--- src/verilog/uncore_defs.svh ---
// miniUncore shared parameters
// data and address widths, credit count and the peripheral address map

`ifndef UNCORE_DEFS_SVH
`define UNCORE_DEFS_SVH

////////////////////////////////////////////////////////////
// widths
////////////////////////////////////////////////////////////

`define UC_DATA_W 32   // bus data
`define UC_ADDR_W 8    // word address
`define UC_OFF_W  3    // register offset inside a peripheral

// request credits held by the master, also the queue depth
`define UC_CREDITS 4

////////////////////////////////////////////////////////////
// address map on addr[7:6]
////////////////////////////////////////////////////////////

`define UC_SEL_CLINT 0  // timer block
`define UC_SEL_GPIO  1  // gpio block
// 2 and 3 unmapped, answered with an error

`endif
--- src/verilog/uncorePkg.sv ---
// miniUncore package
// vector types with a meaning and the bus controller state encoding

`include "uncore_defs.svh"

package uncorePkg;

  ////////////////////////////////////////////////////////////
  // vector types
  ////////////////////////////////////////////////////////////

  typedef logic [`UC_DATA_W-1:0] dataT;  // bus data
  typedef logic [`UC_ADDR_W-1:0] addrT;  // word address, bits 7:6 pick the block
  typedef logic [`UC_OFF_W-1:0]  offT;   // register offset
  typedef logic [63:0]           mtimeT; // clint timer and compare

  ////////////////////////////////////////////////////////////
  // controller FSM
  ////////////////////////////////////////////////////////////

  // one access in flight at a time
  //   idle  -> nothing queued
  //   issue -> sel pulse to the decoded peripheral, head popped
  //   resp  -> response and credit back to the master
  typedef enum logic [1:0] {
    CS_IDLE  = 2'd0,
    CS_ISSUE = 2'd1,
    CS_RESP  = 2'd2
  } ctrlStateT;

endpackage

--- src/verilog/periphBus.sv ---
// controller to peripheral register bus
// sel is a one cycle strobe; writes land on that edge and rdata is
// registered on the same edge, so it is valid the cycle after

interface periphBus;

  logic            sel;    // access strobe, one cycle
  logic            write;  // 1 write, 0 read
  uncorePkg::offT  off;    // register offset
  uncorePkg::dataT wdata;  // write data
  uncorePkg::dataT rdata;  // registered read data from the peripheral

  // controller side
  modport ctrl (
    output sel,
    output write,
    output off,
    output wdata,
    input  rdata
  );

  // peripheral side
  modport periph (
    input  sel,
    input  write,
    input  off,
    input  wdata,
    output rdata
  );

endinterface

--- src/verilog/busCtrl.sv ---
// bus controller
// queues credit-flow requests, decodes addr[7:6], strobes one peripheral
// and returns its read data in order with one credit per response

`include "uncore_defs.svh"

module busCtrl (
  input  logic            clk,
  input  logic            rstN,
  input  logic            reqValid,     // one cycle per request, master holds a credit
  input  logic            reqWrite,
  input  uncorePkg::addrT reqAddr,
  input  uncorePkg::dataT reqWdata,
  output logic            rspValid,
  output uncorePkg::dataT rspData,
  output logic            rspErr,
  output logic            creditReturn,
  periphBus.ctrl          clintBus,
  periphBus.ctrl          gpioBus
);

  localparam int ptrW = $clog2(`UC_CREDITS);
  localparam int cntW = $clog2(`UC_CREDITS + 1);

  ////////////////////////////////////////////////////////////
  // request queue
  ////////////////////////////////////////////////////////////

  logic                 qWrite [`UC_CREDITS];
  uncorePkg::addrT      qAddr  [`UC_CREDITS];
  uncorePkg::dataT      qWdata [`UC_CREDITS];
  logic [ptrW-1:0]      wrPtr, rdPtr;
  logic [cntW-1:0]      count;          // entries held
  logic                 full, push, pop;
  uncorePkg::ctrlStateT state, nextState;
  logic                 headWrite;
  uncorePkg::addrT      headAddr;
  uncorePkg::dataT      headWdata;
  logic [1:0]           headSel;        // block select bits of the head
  logic                 hitClint, hitGpio;
  logic                 respGpio;       // access in resp went to the gpio
  logic                 respErr;        // access in resp was unmapped

  assign full = (count == cntW'(`UC_CREDITS));
  assign pop  = (state == uncorePkg::CS_ISSUE);
  assign push = reqValid && (!full || pop); // a request without a credit is dropped

  // payload storage
  always_ff @(posedge clk) begin
    if (push) begin
      qWrite[wrPtr] <= reqWrite;
      qAddr[wrPtr]  <= reqAddr;
      qWdata[wrPtr] <= reqWdata;
    end
  end

  always_ff @(posedge clk or negedge rstN) begin
    if (!rstN) begin
      wrPtr <= '0;
      rdPtr <= '0;
      count <= '0;
    end else begin
      if (push) wrPtr <= (wrPtr == ptrW'(`UC_CREDITS - 1)) ? '0 : wrPtr + 1'b1;
      if (pop)  rdPtr <= (rdPtr == ptrW'(`UC_CREDITS - 1)) ? '0 : rdPtr + 1'b1;
      case ({push, pop})
        2'b10:   count <= count + 1'b1;
        2'b01:   count <= count - 1'b1;
        default: count <= count;            // both or neither
      endcase
    end
  end

  ////////////////////////////////////////////////////////////
  // decode and issue
  ////////////////////////////////////////////////////////////

  assign headWrite = qWrite[rdPtr];
  assign headAddr  = qAddr[rdPtr];
  assign headWdata = qWdata[rdPtr];
  assign headSel   = headAddr[`UC_ADDR_W-1 -: 2];
  assign hitClint  = (headSel == 2'(`UC_SEL_CLINT));
  assign hitGpio   = (headSel == 2'(`UC_SEL_GPIO));

  assign clintBus.sel   = pop && hitClint;
  assign clintBus.write = headWrite;
  assign clintBus.off   = headAddr[`UC_OFF_W-1:0];
  assign clintBus.wdata = headWdata;

  assign gpioBus.sel    = pop && hitGpio;
  assign gpioBus.write  = headWrite;
  assign gpioBus.off    = headAddr[`UC_OFF_W-1:0];
  assign gpioBus.wdata  = headWdata;

  // new work keeps the FSM cycling issue/resp, otherwise back to idle
  always_comb begin
    nextState = state;
    case (state)
      uncorePkg::CS_IDLE:  if (push || count != '0) nextState = uncorePkg::CS_ISSUE;
      uncorePkg::CS_ISSUE: nextState = uncorePkg::CS_RESP;
      uncorePkg::CS_RESP:  nextState = (push || count != '0) ? uncorePkg::CS_ISSUE
                                                             : uncorePkg::CS_IDLE;
      default:             nextState = uncorePkg::CS_IDLE;
    endcase
  end

  always_ff @(posedge clk or negedge rstN) begin
    if (!rstN) begin
      state    <= uncorePkg::CS_IDLE;
      respGpio <= 1'b0;
      respErr  <= 1'b0;
    end else begin
      state <= nextState;
      if (pop) begin
        respGpio <= hitGpio;
        respErr  <= !(hitClint || hitGpio); // sel 2 or 3
      end
    end
  end

  ////////////////////////////////////////////////////////////
  // response and credit
  ////////////////////////////////////////////////////////////

  assign rspValid     = (state == uncorePkg::CS_RESP);
  assign creditReturn = rspValid;             // one credit per response
  assign rspErr       = rspValid && respErr;
  assign rspData      = (rspValid && !respErr) ? (respGpio ? gpioBus.rdata : clintBus.rdata)
                                               : '0;

endmodule

--- src/verilog/clint.sv ---
// CLINT-style timer block
// free running 64-bit mtime, mtimecmp compare and msip software interrupt

`include "uncore_defs.svh"

module clint (
  input  logic     clk,
  input  logic     rstN,
  periphBus.periph bus,
  output logic     timerInt,   // mtime >= mtimecmp, registered
  output logic     swInt       // msip bit 0
);

  localparam uncorePkg::offT offMtimeLo = uncorePkg::offT'(0);
  localparam uncorePkg::offT offMtimeHi = uncorePkg::offT'(1);
  localparam uncorePkg::offT offCmpLo   = uncorePkg::offT'(2);
  localparam uncorePkg::offT offCmpHi   = uncorePkg::offT'(3);
  localparam uncorePkg::offT offMsip    = uncorePkg::offT'(4);

  uncorePkg::mtimeT mtime;
  uncorePkg::mtimeT mtimecmp;
  uncorePkg::dataT  msip;
  uncorePkg::dataT  readVal;
  logic             wrEn;

  assign wrEn = bus.sel && bus.write;

  ////////////////////////////////////////////////////////////
  // registers
  ////////////////////////////////////////////////////////////

  // a half write replaces that half, the count skips that cycle
  always_ff @(posedge clk or negedge rstN) begin
    if (!rstN) begin
      mtime <= '0;
    end else if (wrEn && bus.off == offMtimeLo) begin
      mtime <= {mtime[63:`UC_DATA_W], bus.wdata};
    end else if (wrEn && bus.off == offMtimeHi) begin
      mtime <= {bus.wdata, mtime[`UC_DATA_W-1:0]};
    end else begin
      mtime <= mtime + 64'd1;
    end
  end

  always_ff @(posedge clk or negedge rstN) begin
    if (!rstN) begin
      mtimecmp <= '1;                       // far future, no timer irq
      msip     <= '0;
      timerInt <= 1'b0;
    end else begin
      if (wrEn && bus.off == offCmpLo) mtimecmp[`UC_DATA_W-1:0] <= bus.wdata;
      if (wrEn && bus.off == offCmpHi) mtimecmp[63:`UC_DATA_W]  <= bus.wdata;
      if (wrEn && bus.off == offMsip)  msip <= bus.wdata;
      timerInt <= (mtime >= mtimecmp);
    end
  end

  assign swInt = msip[0];

  ////////////////////////////////////////////////////////////
  // read path
  ////////////////////////////////////////////////////////////

  always_comb begin
    case (bus.off)
      offMtimeLo: readVal = mtime[`UC_DATA_W-1:0];
      offMtimeHi: readVal = mtime[63:`UC_DATA_W];
      offCmpLo:   readVal = mtimecmp[`UC_DATA_W-1:0];
      offCmpHi:   readVal = mtimecmp[63:`UC_DATA_W];
      offMsip:    readVal = msip;
      default:    readVal = '0;         // unused offsets
    endcase
  end

  // value before this edge's update
  always_ff @(posedge clk) begin
    if (bus.sel) bus.rdata <= readVal;
  end

endmodule

--- src/verilog/gpio.sv ---
// GPIO block
// output and enable registers, synchronized inputs and a rising-edge
// interrupt with per-bit enable and write-1-to-clear pending bits

module gpio (
  input  logic            clk,
  input  logic            rstN,
  input  uncorePkg::dataT gpioIn,     // asynchronous pins
  periphBus.periph        bus,
  output uncorePkg::dataT gpioOut,
  output uncorePkg::dataT gpioEn,
  output logic            gpioInt     // any pending rise
);

  localparam uncorePkg::offT offIn       = uncorePkg::offT'(0);
  localparam uncorePkg::offT offOut      = uncorePkg::offT'(1);
  localparam uncorePkg::offT offEn       = uncorePkg::offT'(2);
  localparam uncorePkg::offT offRiseIe   = uncorePkg::offT'(3);
  localparam uncorePkg::offT offRisePend = uncorePkg::offT'(4);

  uncorePkg::dataT inMeta, inSync, inPrev; // two-flop sync plus edge history
  uncorePkg::dataT riseIe, risePend;
  uncorePkg::dataT rise, pendClr;
  uncorePkg::dataT readVal;
  logic            wrEn;

  assign wrEn = bus.sel && bus.write;

  ////////////////////////////////////////////////////////////
  // input sync and edge detect
  ////////////////////////////////////////////////////////////

  always_ff @(posedge clk or negedge rstN) begin
    if (!rstN) begin
      inMeta <= '0;
      inSync <= '0;
      inPrev <= '0;
    end else begin
      inMeta <= gpioIn;
      inSync <= inMeta;
      inPrev <= inSync;
    end
  end

  assign rise    = inSync & ~inPrev & riseIe;           // only enabled bits
  assign pendClr = (wrEn && bus.off == offRisePend) ? bus.wdata : '0;

  ////////////////////////////////////////////////////////////
  // registers
  ////////////////////////////////////////////////////////////

  always_ff @(posedge clk or negedge rstN) begin
    if (!rstN) begin
      gpioOut  <= '0;
      gpioEn   <= '0;
      riseIe   <= '0;
      risePend <= '0;
    end else begin
      if (wrEn && bus.off == offOut)    gpioOut <= bus.wdata;
      if (wrEn && bus.off == offEn)     gpioEn  <= bus.wdata;
      if (wrEn && bus.off == offRiseIe) riseIe  <= bus.wdata;
      risePend <= (risePend & ~pendClr) | rise;        // new edge beats clear
    end
  end

  assign gpioInt = |risePend;

  // read mux, offset 0 is read only
  always_comb begin
    case (bus.off)
      offIn:       readVal = inSync;
      offOut:      readVal = gpioOut;
      offEn:       readVal = gpioEn;
      offRiseIe:   readVal = riseIe;
      offRisePend: readVal = risePend;
      default:     readVal = '0;
    endcase
  end

  always_ff @(posedge clk) begin
    if (bus.sel) bus.rdata <= readVal;
  end

endmodule

--- src/verilog/uncoreTop.sv ---
// miniUncore top level
// credit-flow request port into the bus controller, which drives the
// CLINT timer and the GPIO block over two register buses

module uncoreTop (
  input  logic            clk,
  input  logic            rstN,         // asynchronous, active low
  // request port, master side drives
  input  logic            reqValid,
  input  logic            reqWrite,
  input  uncorePkg::addrT reqAddr,
  input  uncorePkg::dataT reqWdata,
  // response port
  output logic            rspValid,
  output uncorePkg::dataT rspData,
  output logic            rspErr,
  output logic            creditReturn, // high with every rspValid
  // interrupts
  output logic            timerInt,
  output logic            swInt,
  output logic            gpioInt,
  // gpio pins
  input  uncorePkg::dataT gpioIn,
  output uncorePkg::dataT gpioOut,
  output uncorePkg::dataT gpioEn
);

  ////////////////////////////////////////////////////////////
  // register buses, one per peripheral
  ////////////////////////////////////////////////////////////

  periphBus clintBus();
  periphBus gpioBus();

  ////////////////////////////////////////////////////////////
  // controller and peripherals
  ////////////////////////////////////////////////////////////

  busCtrl busCtrl (
    .clk, .rstN,
    .reqValid, .reqWrite, .reqAddr, .reqWdata,
    .rspValid, .rspData, .rspErr, .creditReturn,
    .clintBus, .gpioBus
  );

  // timer, addr[7:6] == 0
  clint clint (
    .clk, .rstN,
    .bus(clintBus),
    .timerInt, .swInt
  );

  // gpio, addr[7:6] == 1
  gpio gpio (
    .clk, .rstN,
    .gpioIn,
    .bus(gpioBus),
    .gpioOut, .gpioEn, .gpioInt
  );

endmodule

--- config.mk ---
export PLATFORM = sky130hd
export DESIGN_NAME = uncoreTop
export DESIGN_NICKNAME = d
export VERILOG_FILES = /design/src/verilog/uncorePkg.sv /design/src/verilog/periphBus.sv /design/src/verilog/busCtrl.sv /design/src/verilog/clint.sv /design/src/verilog/gpio.sv /design/src/verilog/uncoreTop.sv
export VERILOG_INCLUDE_DIRS = /design/src /design/src/verilog
export SDC_FILE = /design/constraint.sdc
export NUM_CORES = 1
export LEC_CHECK = 0
export ABC_AREA = 0
export BUFFER_PORTS_ARGS = -buffer_cell sky130_fd_sc_hd__buf_2
export CELL_PAD_IN_SITES_DETAIL_PLACEMENT = 0
export CELL_PAD_IN_SITES_GLOBAL_PLACEMENT = 2
export CORE_UTILIZATION = 45
export DETAILED_ROUTE_END_ITERATION = 8
export PLACE_DENSITY_LB_ADDON = 0.1
export SYNTH_ARGS = -nofsm -noshare
export SYNTH_HDL_FRONTEND = slang
export SYNTH_HIERARCHICAL = 1
export SYNTH_SLANG_ARGS = --single-unit
--- constraint.sdc ---
create_clock -name clk -period 14.4 [get_ports clk]
set_input_delay 0.72 -clock clk [delete_from_list [all_inputs] [get_ports clk]]
set_output_delay 0.72 -clock clk [all_outputs]
set_load 0.05 [all_outputs]
After elaboration in Yosys (flattened, before gate mapping)
Memories as Yosys holds them, arrays and structs flattened. Cells that the tools add are included.

Register bits: 460. Memory bits (writable): 164. Input port bits: 76. Output and inout bits: 102. Logic and storage cells: 93. Memories: 3.

Memories: busCtrl.qWdata (depth 4, bits a word 32, rd ports 1, clocked after Yosys merged registers in 0, write ports 1, RTL line busCtrl.sv:31) `` uncorePkg::dataT qWdata [`UC_CREDITS]; ``; busCtrl.qAddr (depth 4, bits a word 8, rd ports 1, clocked after Yosys merged registers in 0, write ports 1, RTL line busCtrl.sv:30) `` uncorePkg::addrT qAddr [`UC_CREDITS]; ``; busCtrl.qWrite (depth 4, bits a word 1, rd ports 1, clocked after Yosys merged registers in 0, write ports 1, RTL line busCtrl.sv:29) `` logic qWrite [`UC_CREDITS]; ``.

Add/subtract/negate cells: 5. Order comparisons: 1. Equality and inequality tests: 14. Muxes and demuxes: 15. Bitwise operators: 6. Reduce and logical (&&, ||, !) cells: 28.

Operator list (number): $pmux W32 S5 (2); $mux W32 (4); $and A32 B32 Y32 (3); $add A64 B1 Y64 const B (1); $ge A64 B64 Y1 (1); $mux W64 (1); $not A32 Y32 (2); $or A32 B32 Y32 (1); $reduce_or A32 Y1 (1); $logic_and A1 B1 Y1 (16); $eq A2 B2 Y1 const B (4); $eq A2 B1 Y1 const B (3); $eq A3 B2 Y1 const B (2); $eq A3 B3 Y1 const B (2); $mux W2 (3); $pmux W2 S3 (1); $pmux W3 S2 (1); $add A2 B1 Y2 const B (2); $logic_not A2 Y1 (2); $ne A2 B1 Y1 const B (2); $add A3 B1 Y3 const B (1); $eq A3 B1 Y1 const B (1); $logic_not A1 Y1 (3); $logic_not A3 Y1 (1); 5 further kinds (9).

Longest topological paths before layout
An unclocked memory read counts as a cell.

Depth in word-level cells: 9. Gate-level depth with buffers: 13. Depth with buffers taken out: 8.

Cells and area by module
Netlist, hierarchy kept.

Modules (own cells, without submodules): clint (instances 1, cells each 1247, area an instance 11372.2 µm², seq. area each 5069.9 µm²); gpio (instances 1, cells each 668, area an instance 9719.3 µm², seq. area each 6566.3 µm²); busCtrl (instances 1, cells each 363, area an instance 6839.1 µm², seq. area each 4839.6 µm²).

Worst setup path before layout
No wires, ideal clock.

Kind: reg2reg. Start point: reg busCtrl.rdPtr[0]. End point: reg clint.mtime[16]. Library setup time: 0.121 ns. Arrival time: 5.144 ns. Data required time: 14.279 ns. Setup slack: 9.135 ns. Cell stages (with the launch flop): 10. Path buffers: 4. Clock period less this slack: 5.265 ns. Cell sequence: dfrtp_1 -> buf_6 -> mux4_2 -> nor3_1 -> nand3b_1 -> or3b_2 -> clkbuf_1 -> clkbuf_1 -> clkbuf_1 -> a22o_1.

Cells in the longest elaborated chain, start to end: 6. Elaborated cells between the ends (all ways): 12. Classes of those cells: eq/ne: 2; mux: 1; reduce/logical: 6; memory: 3.

Ends and longest elaborated chain: from (decl) (RTL line busCtrl.sv:32) `logic [ptrW-1:0] wrPtr, rdPtr;`; from (signal assigned) (RTL line busCtrl.sv:64) `` if (pop) rdPtr <= (rdPtr == ptrW'(`UC_CREDITS - 1)) ? '0 : rdPtr + 1'b1; ``; $mem_v2 Z4 W8 *; $logic_not A2 Y1 * (RTL line busCtrl.sv:81) `` assign hitClint = (headSel == 2'(`UC_SEL_CLINT)); ``; $logic_and A1 B1 Y1 * (RTL line busCtrl.sv:84) `assign clintBus.sel = pop && hitClint;`; net clintBus.sel (RTL line periphBus.sv:7) `logic sel;`; $logic_and A1 B1 Y1 * (RTL line clint.sv:26) `assign wrEn = bus.sel && bus.write;`; $logic_and A1 B1 Y1 (on tied branches) (RTL line clint.sv:38, clint.sv:36); $ne A2 B1 Y1 (no line) / $mux W32 (equally long branches); to (signal assigned) (RTL line clint.sv:37) `` mtime <= {mtime[63:`UC_DATA_W], bus.wdata}; ``; to (signal assigned) (RTL line clint.sv:39) `` mtime <= {bus.wdata, mtime[`UC_DATA_W-1:0]}; ``; to (signal assigned) (RTL line clint.sv:41) `mtime <= mtime + 64'd1;`; to (decl) (RTL line clint.sv:20) `uncorePkg::mtimeT mtime;`.

The timed path passes the listed nets; every way through them passes the cells marked *. A chain may end at the register's enable or synchronous reset.

Worst setup path in the final report
Start point: reg busCtrl.rdPtr[0]. End point: reg gpio.gpioEn[25].

Elaborated cells between the ends (all ways): 8. Classes of those cells: eq/ne: 2; reduce/logical: 3; memory: 3.

RTL lines: $mem_v2 Z4 W8; net clintBus.off[1] (RTL line periphBus.sv:9) `uncorePkg::offT off;`; $eq A3 B2 Y1 (RTL line gpio.sv:60) `if (wrEn && bus.off == offEn) gpioEn <= bus.wdata;`; $logic_and A1 B1 Y1 (RTL line gpio.sv:60); to (signal assigned) (RTL line gpio.sv:60); to (decl) (RTL line gpio.sv:11) `output uncorePkg::dataT gpioEn,`.

The timed path passes the listed nets, and every way through them passes these cells.

==> flow_summary.html <==
<table>
<tr><th>Metric</th><th>Value</th></tr>
<tr><th colspan="2">Pwr</th></tr>
<tr><td>Power density cells</td><td>241 nW/um^2</td></tr>
<tr><td>Leakage power total</td><td>12.8 nW</td></tr>
<tr><td>Total power draw</td><td>7.57 mW</td></tr>
<tr><td>Maximum vdd drop</td><td>approximately 0.18 mV</td></tr>
<tr><th colspan="2">Min path</th></tr>
<tr><td>Path class of the lowest-slack min-delay path</td><td>primary input to asynchronous set/reset pin</td></tr>
<tr><th colspan="2">Timing</th></tr>
<tr><td>Number of hold violations in the final report</td><td>0</td></tr>
<tr><td>Minimum clock period after layout</td><td>around 4.6 ns</td></tr>
<tr><td>Worst relative slew slack</td><td>0.217</td></tr>
<tr><td>Worst setup skew after layout</td><td>roughly 0.028 ns</td></tr>
<tr><td>Final slew viol count</td><td>0</td></tr>
<tr><td>Total negative setup slack</td><td>0 ns</td></tr>
<tr><td>Unrepaired setup endpoints after global routing</td><td>false</td></tr>
<tr><td>Transition at the pin with the smallest max-transition slack</td><td>1.17 ns</td></tr>
<tr><td>Final Setup Violations</td><td>0</td></tr>
<tr><td>Tightest hold margin</td><td>0.209 ns</td></tr>
<tr><td>Highest achievable clock rate</td><td>219 MHz</td></tr>
<tr><td>Period utilisation layout</td><td>0.317</td></tr>
<tr><th colspan="2">Floorplan</th></tr>
<tr><td>Total Die Area</td><td>63100 um^2</td></tr>
<tr><td>Placeable core area</td><td>60800 um^2</td></tr>
<tr><td>Std cell rows</td><td>90</td></tr>
<tr><td>Initial Util</td><td>0.459</td></tr>
<tr><td>Die H</td><td>251 um</td></tr>
<tr><td>Die X-Extent</td><td>251 um</td></tr>
<tr><td>Number of placed I/O pins</td><td>178</td></tr>
<tr><th colspan="2">Finish</th></tr>
<tr><td>Fraction of layout instances using a drive strength above 1</td><td>0.250</td></tr>
<tr><td>Largest registers ranked by flip-flop count</td><td>busCtrl/qWdata (128), clint/mtime (64), clint/mtimecmp (64)</td></tr>
<tr><td>Layout fillers</td><td>5294</td></tr>
<tr><td>Net count, final</td><td>2525</td></tr>
<tr><td>Post-synthesis to final-layout area growth</td><td>12.7%</td></tr>
<tr><td>Final Core Density</td><td>0.518</td></tr>
<tr><td>Flip-flop count of the largest register, all copies and words added</td><td>128</td></tr>
<tr><td>Register with the highest flop count</td><td>busCtrl/qWdata</td></tr>
<tr><td>Antenna diodes</td><td>0</td></tr>
<tr><th colspan="2">Worst setup path</th></tr>
<tr><td>Maximum fanout along the worst path</td><td>a little over 60</td></tr>
<tr><td>Critical path startpoint category</td><td>register</td></tr>
<tr><td>Data required, critical path</td><td>roughly 15 ns</td></tr>
<tr><td>Worst path arrival time</td><td>between 5 and 6 ns</td></tr>
<tr><td>Classification of the worst setup path</td><td>register to register</td></tr>
<tr><td>FF-to-FF path depth</td><td>7</td></tr>
<tr><td>Critical Path Sink Type</td><td>register</td></tr>
<tr><th colspan="2">Global routing</th></tr>
<tr><td>Maximum number of pins on one net before global-route repair</td><td>roughly 160</td></tr>
<tr><td>Global-route wire length before repair</td><td>124000 um</td></tr>
<tr><td>Gr usage total</td><td>0.266</td></tr>
<tr><td>Grt total ovfl</td><td>0</td></tr>
<tr><td>Vias in the first global route</td><td>19300</td></tr>
<tr><td>Antenna violations before repair</td><td>0</td></tr>
<tr><th colspan="2">Routing</th></tr>
<tr><td>Detailed-route vias per instance</td><td>5.97</td></tr>
<tr><td>Starting DRT DRC Count</td><td>1472</td></tr>
<tr><td>Post-detailed-route count of antenna-violating nets</td><td>0</td></tr>
<tr><td>Post-detailed-route wirelength per cell</td><td>25.8 um</td></tr>
<tr><td>DR vias</td><td>around 19000</td></tr>
<tr><td>DRT Wirelength</td><td>between 80000 and 90000 um</td></tr>
<tr><td>DRC errors left</td><td>0</td></tr>
<tr><td>Detailed Routing Iterations Pass 1</td><td>5</td></tr>
<tr><th colspan="2">Logic synthesis</th></tr>
<tr><td>Gate count of the mapped netlist</td><td>2278</td></tr>
<tr><td>Net count of the mapped netlist</td><td>about 2400</td></tr>
<tr><td>Mapped Avg Cell Area</td><td>12.3 um^2</td></tr>
<tr><td>Yosys cell types</td><td>76</td></tr>
<tr><td>Combined area of all synthesized cells</td><td>27900 um^2</td></tr>
<tr><td>Flip-flop and latch count after synthesis</td><td>612</td></tr>
<tr><td>Yosys warning count</td><td>6</td></tr>
<tr><td>Share of synthesized flip-flops with an asynchronous set or reset</td><td>0.647</td></tr>
<tr><td>Sequential cell area fraction in the yosys report</td><td>0.590</td></tr>
<tr><td>Number of flops mapped to enable cells by yosys</td><td>approximately 220</td></tr>
<tr><td>Most used flip-flop cell after synthesis</td><td>sky130_fd_sc_hd__dfrtp_1</td></tr>
<tr><th colspan="2">Job</th></tr>
<tr><td>Maximum Capacitance Violations</td><td>0</td></tr>
<tr><th colspan="2">CTS</th></tr>
<tr><td>Total of cells resized after clock tree synthesis</td><td>0</td></tr>
<tr><td>Setup bufs post-CTS</td><td>0</td></tr>
<tr><td>Total CTS buffers</td><td>67</td></tr>
<tr><td>Clock tree from TritonCTS</td><td>built</td></tr>
<tr><td>Latest clock arrival within the worst-skew pair</td><td>0.62 ns</td></tr>
<tr><td>Worst-case clock buffer depth</td><td>3</td></tr>
<tr><td>Number of H-tree levels</td><td>3</td></tr>
<tr><td>Root Driver</td><td>sky130_fd_sc_hd__clkbuf_16</td></tr>
<tr><td>CTS sink count</td><td>between 600 and 700</td></tr>
<tr><td>Clock-pin transition on the worst setup and hold timing paths</td><td>0.07 ns</td></tr>
<tr><td>Quantity of hold-fixing buffers added after cts</td><td>0</td></tr>
<tr><th colspan="2">Placement</th></tr>
<tr><td>Count of buffers from port buffering</td><td>174</td></tr>
<tr><td>DP HPWL</td><td>54500 um</td></tr>
<tr><td>Final weighted congestion of routability-driven global placement</td><td>0.832</td></tr>
<tr><th colspan="2">Outcome</th></tr>
<tr><td>Outcome</td><td>completed</td></tr>
</table>
-- synthesized netlist by cell type (44+ instances only) --
cell / instances / share of area
sky130_fd_sc_hd__a21o_1: 44 / 0.012
sky130_fd_sc_hd__inv_1: 109 / 0.015
sky130_fd_sc_hd__edfxtp_1: 216 / 0.23
sky130_fd_sc_hd__a21oi_1: 81 / 0.015
sky130_fd_sc_hd__o22ai_1: 86 / 0.019
sky130_fd_sc_hd__mux2_2: 162 / 0.065
sky130_fd_sc_hd__clkbuf_1: 95 / 0.013
sky130_fd_sc_hd__dfrtp_1: 332 / 0.30
sky130_fd_sc_hd__o21ai_0: 164 / 0.029
sky130_fd_sc_hd__ha_1: 71 / 0.032
sky130_fd_sc_hd__nand2_1: 198 / 0.027
sky130_fd_sc_hd__a22oi_1: 102 / 0.027
sky130_fd_sc_hd__nor2_1: 88 / 0.012
sky130_fd_sc_hd__dfstp_2: 64 / 0.060
-- power breakdown --
| part | total (mW) | internal, mW | switching (mW) |
|---|---|---|---|
| Combinational | 3.00 | 0.945 | 2.05 |
| Clock | 1.76 | 1.04 | 0.727 |
| Sequential | 2.81 | 2.40 | 0.404 |
-- through the flow --
stage	setup WS [ns]	cell area, um^2	std cells
2_1_floorplan	9.14	27900	2278
3_3_place_gp	9.87	29200	3090
3_5_place_dp	9.85	29200	3090
4_1_cts	9.82	31500	3213
5_1_grt	9.55	31500	3213
6_report	9.83	31500	3213
-- cell type report --
type	count	area, um^2	share of cell area
clock buffer	95	1850	0.0589
clock inverter	28	394	0.0125
inverter	109	409	0.0130
multi-input combinational	1381	10200	0.325
sequential	612	16500	0.524
tap	782	978	0.0311
timing repair buffer	206	1130	0.0360
-- critical path, cell delays in order, from the launching register on --
cell                      delay (ns)
sky130_fd_sc_hd__dfrtp_2        0.42
sky130_fd_sc_hd__mux4_4         0.99
sky130_fd_sc_hd__buf_4          0.67
sky130_fd_sc_hd__nor2b_2        0.25
sky130_fd_sc_hd__buf_4          0.49
sky130_fd_sc_hd__nor3b_4        0.59
sky130_fd_sc_hd__buf_4          0.50
sky130_fd_sc_hd__mux2_2         0.39
-- layer usage --
| metal | vias up | track usage | wire (um) |
|---|---|---|---|
| met1 | 9828 | 0.367 | 37100 |
| li1 | 8688 | - | - |
| met5 | - | 0 | 0 |
| met2 | 548 | 0.435 | 39900 |
| met4 | 0 | 0.0749 | 1960 |
| met3 | 119 | 0.0415 | 3990 |
-- logic make-up (layout without fill, tap and decap cells) --
group / Yosys count / in the layout / share of synthesized area
AO/OA/AOI/OAI: 591 / 591 / 0.136
XOR/XNOR: 3 / 3 / 0.000941
adder cells (fa/ha/maj): 72 / 72 / 0.0325
buffers and inverters: 285 / 438 / 0.0469
flip-flops: 612 / 612 / 0.590
multiplexers: 239 / 239 / 0.110
AND/OR/NAND/NOR: 476 / 476 / 0.0832
-- cell usage in the layout (no fill, tap or decap), types with 8 or more instances in the layout --
| master | instances |
|---|---|
| sky130_fd_sc_hd__a21o_1 | 44 |
| sky130_fd_sc_hd__a21oi_1 | 81 |
| sky130_fd_sc_hd__a22oi_1 | 102 |
| sky130_fd_sc_hd__a31oi_1 | 16 |
| sky130_fd_sc_hd__a32oi_1 | 33 |
| sky130_fd_sc_hd__and2_1 | 8 |
| sky130_fd_sc_hd__and3_1 | 9 |
| sky130_fd_sc_hd__and4_1 | 8 |
| sky130_fd_sc_hd__buf_2 | 173 |
| sky130_fd_sc_hd__buf_4 | 31 |
| sky130_fd_sc_hd__clkbuf_1 | 22 |
| sky130_fd_sc_hd__clkbuf_16 | 68 |
| sky130_fd_sc_hd__clkinv_2 | 9 |
| sky130_fd_sc_hd__dfrtp_1 | 330 |
| sky130_fd_sc_hd__dfstp_2 | 64 |
| sky130_fd_sc_hd__edfxtp_1 | 216 |
| sky130_fd_sc_hd__ha_1 | 71 |
| sky130_fd_sc_hd__inv_1 | 108 |
| sky130_fd_sc_hd__mux2_2 | 162 |
| sky130_fd_sc_hd__mux2i_1 | 36 |
| sky130_fd_sc_hd__mux4_2 | 36 |
| sky130_fd_sc_hd__nand2_1 | 198 |
| sky130_fd_sc_hd__nand3_1 | 40 |
| sky130_fd_sc_hd__nand4_1 | 31 |
| sky130_fd_sc_hd__nor2_1 | 84 |
| sky130_fd_sc_hd__nor3_1 | 23 |
| sky130_fd_sc_hd__nor4_1 | 16 |
| sky130_fd_sc_hd__o21ai_0 | 164 |
| sky130_fd_sc_hd__o22a_1 | 15 |
| sky130_fd_sc_hd__o22ai_1 | 86 |
-- path summary, 6_finish.rpt --
check	from	endpoint	slack (ns)
max in group asynchronous	rstN	gpio/inMeta[16]	12.63
min in group clk	gpioIn[25]	gpio/inMeta[25]	0.21
max reg2reg	busCtrl/rdPtr[0]	gpio/gpioEn[25]	9.83
max	busCtrl/rdPtr[0]	gpio/gpioEn[25]	9.83
min reg2reg	gpio/inMeta[8]	gpio/inSync[8]	0.35
min	rstN	clint/mtime[42]	0.21
(Power assumes the default switching activity.)
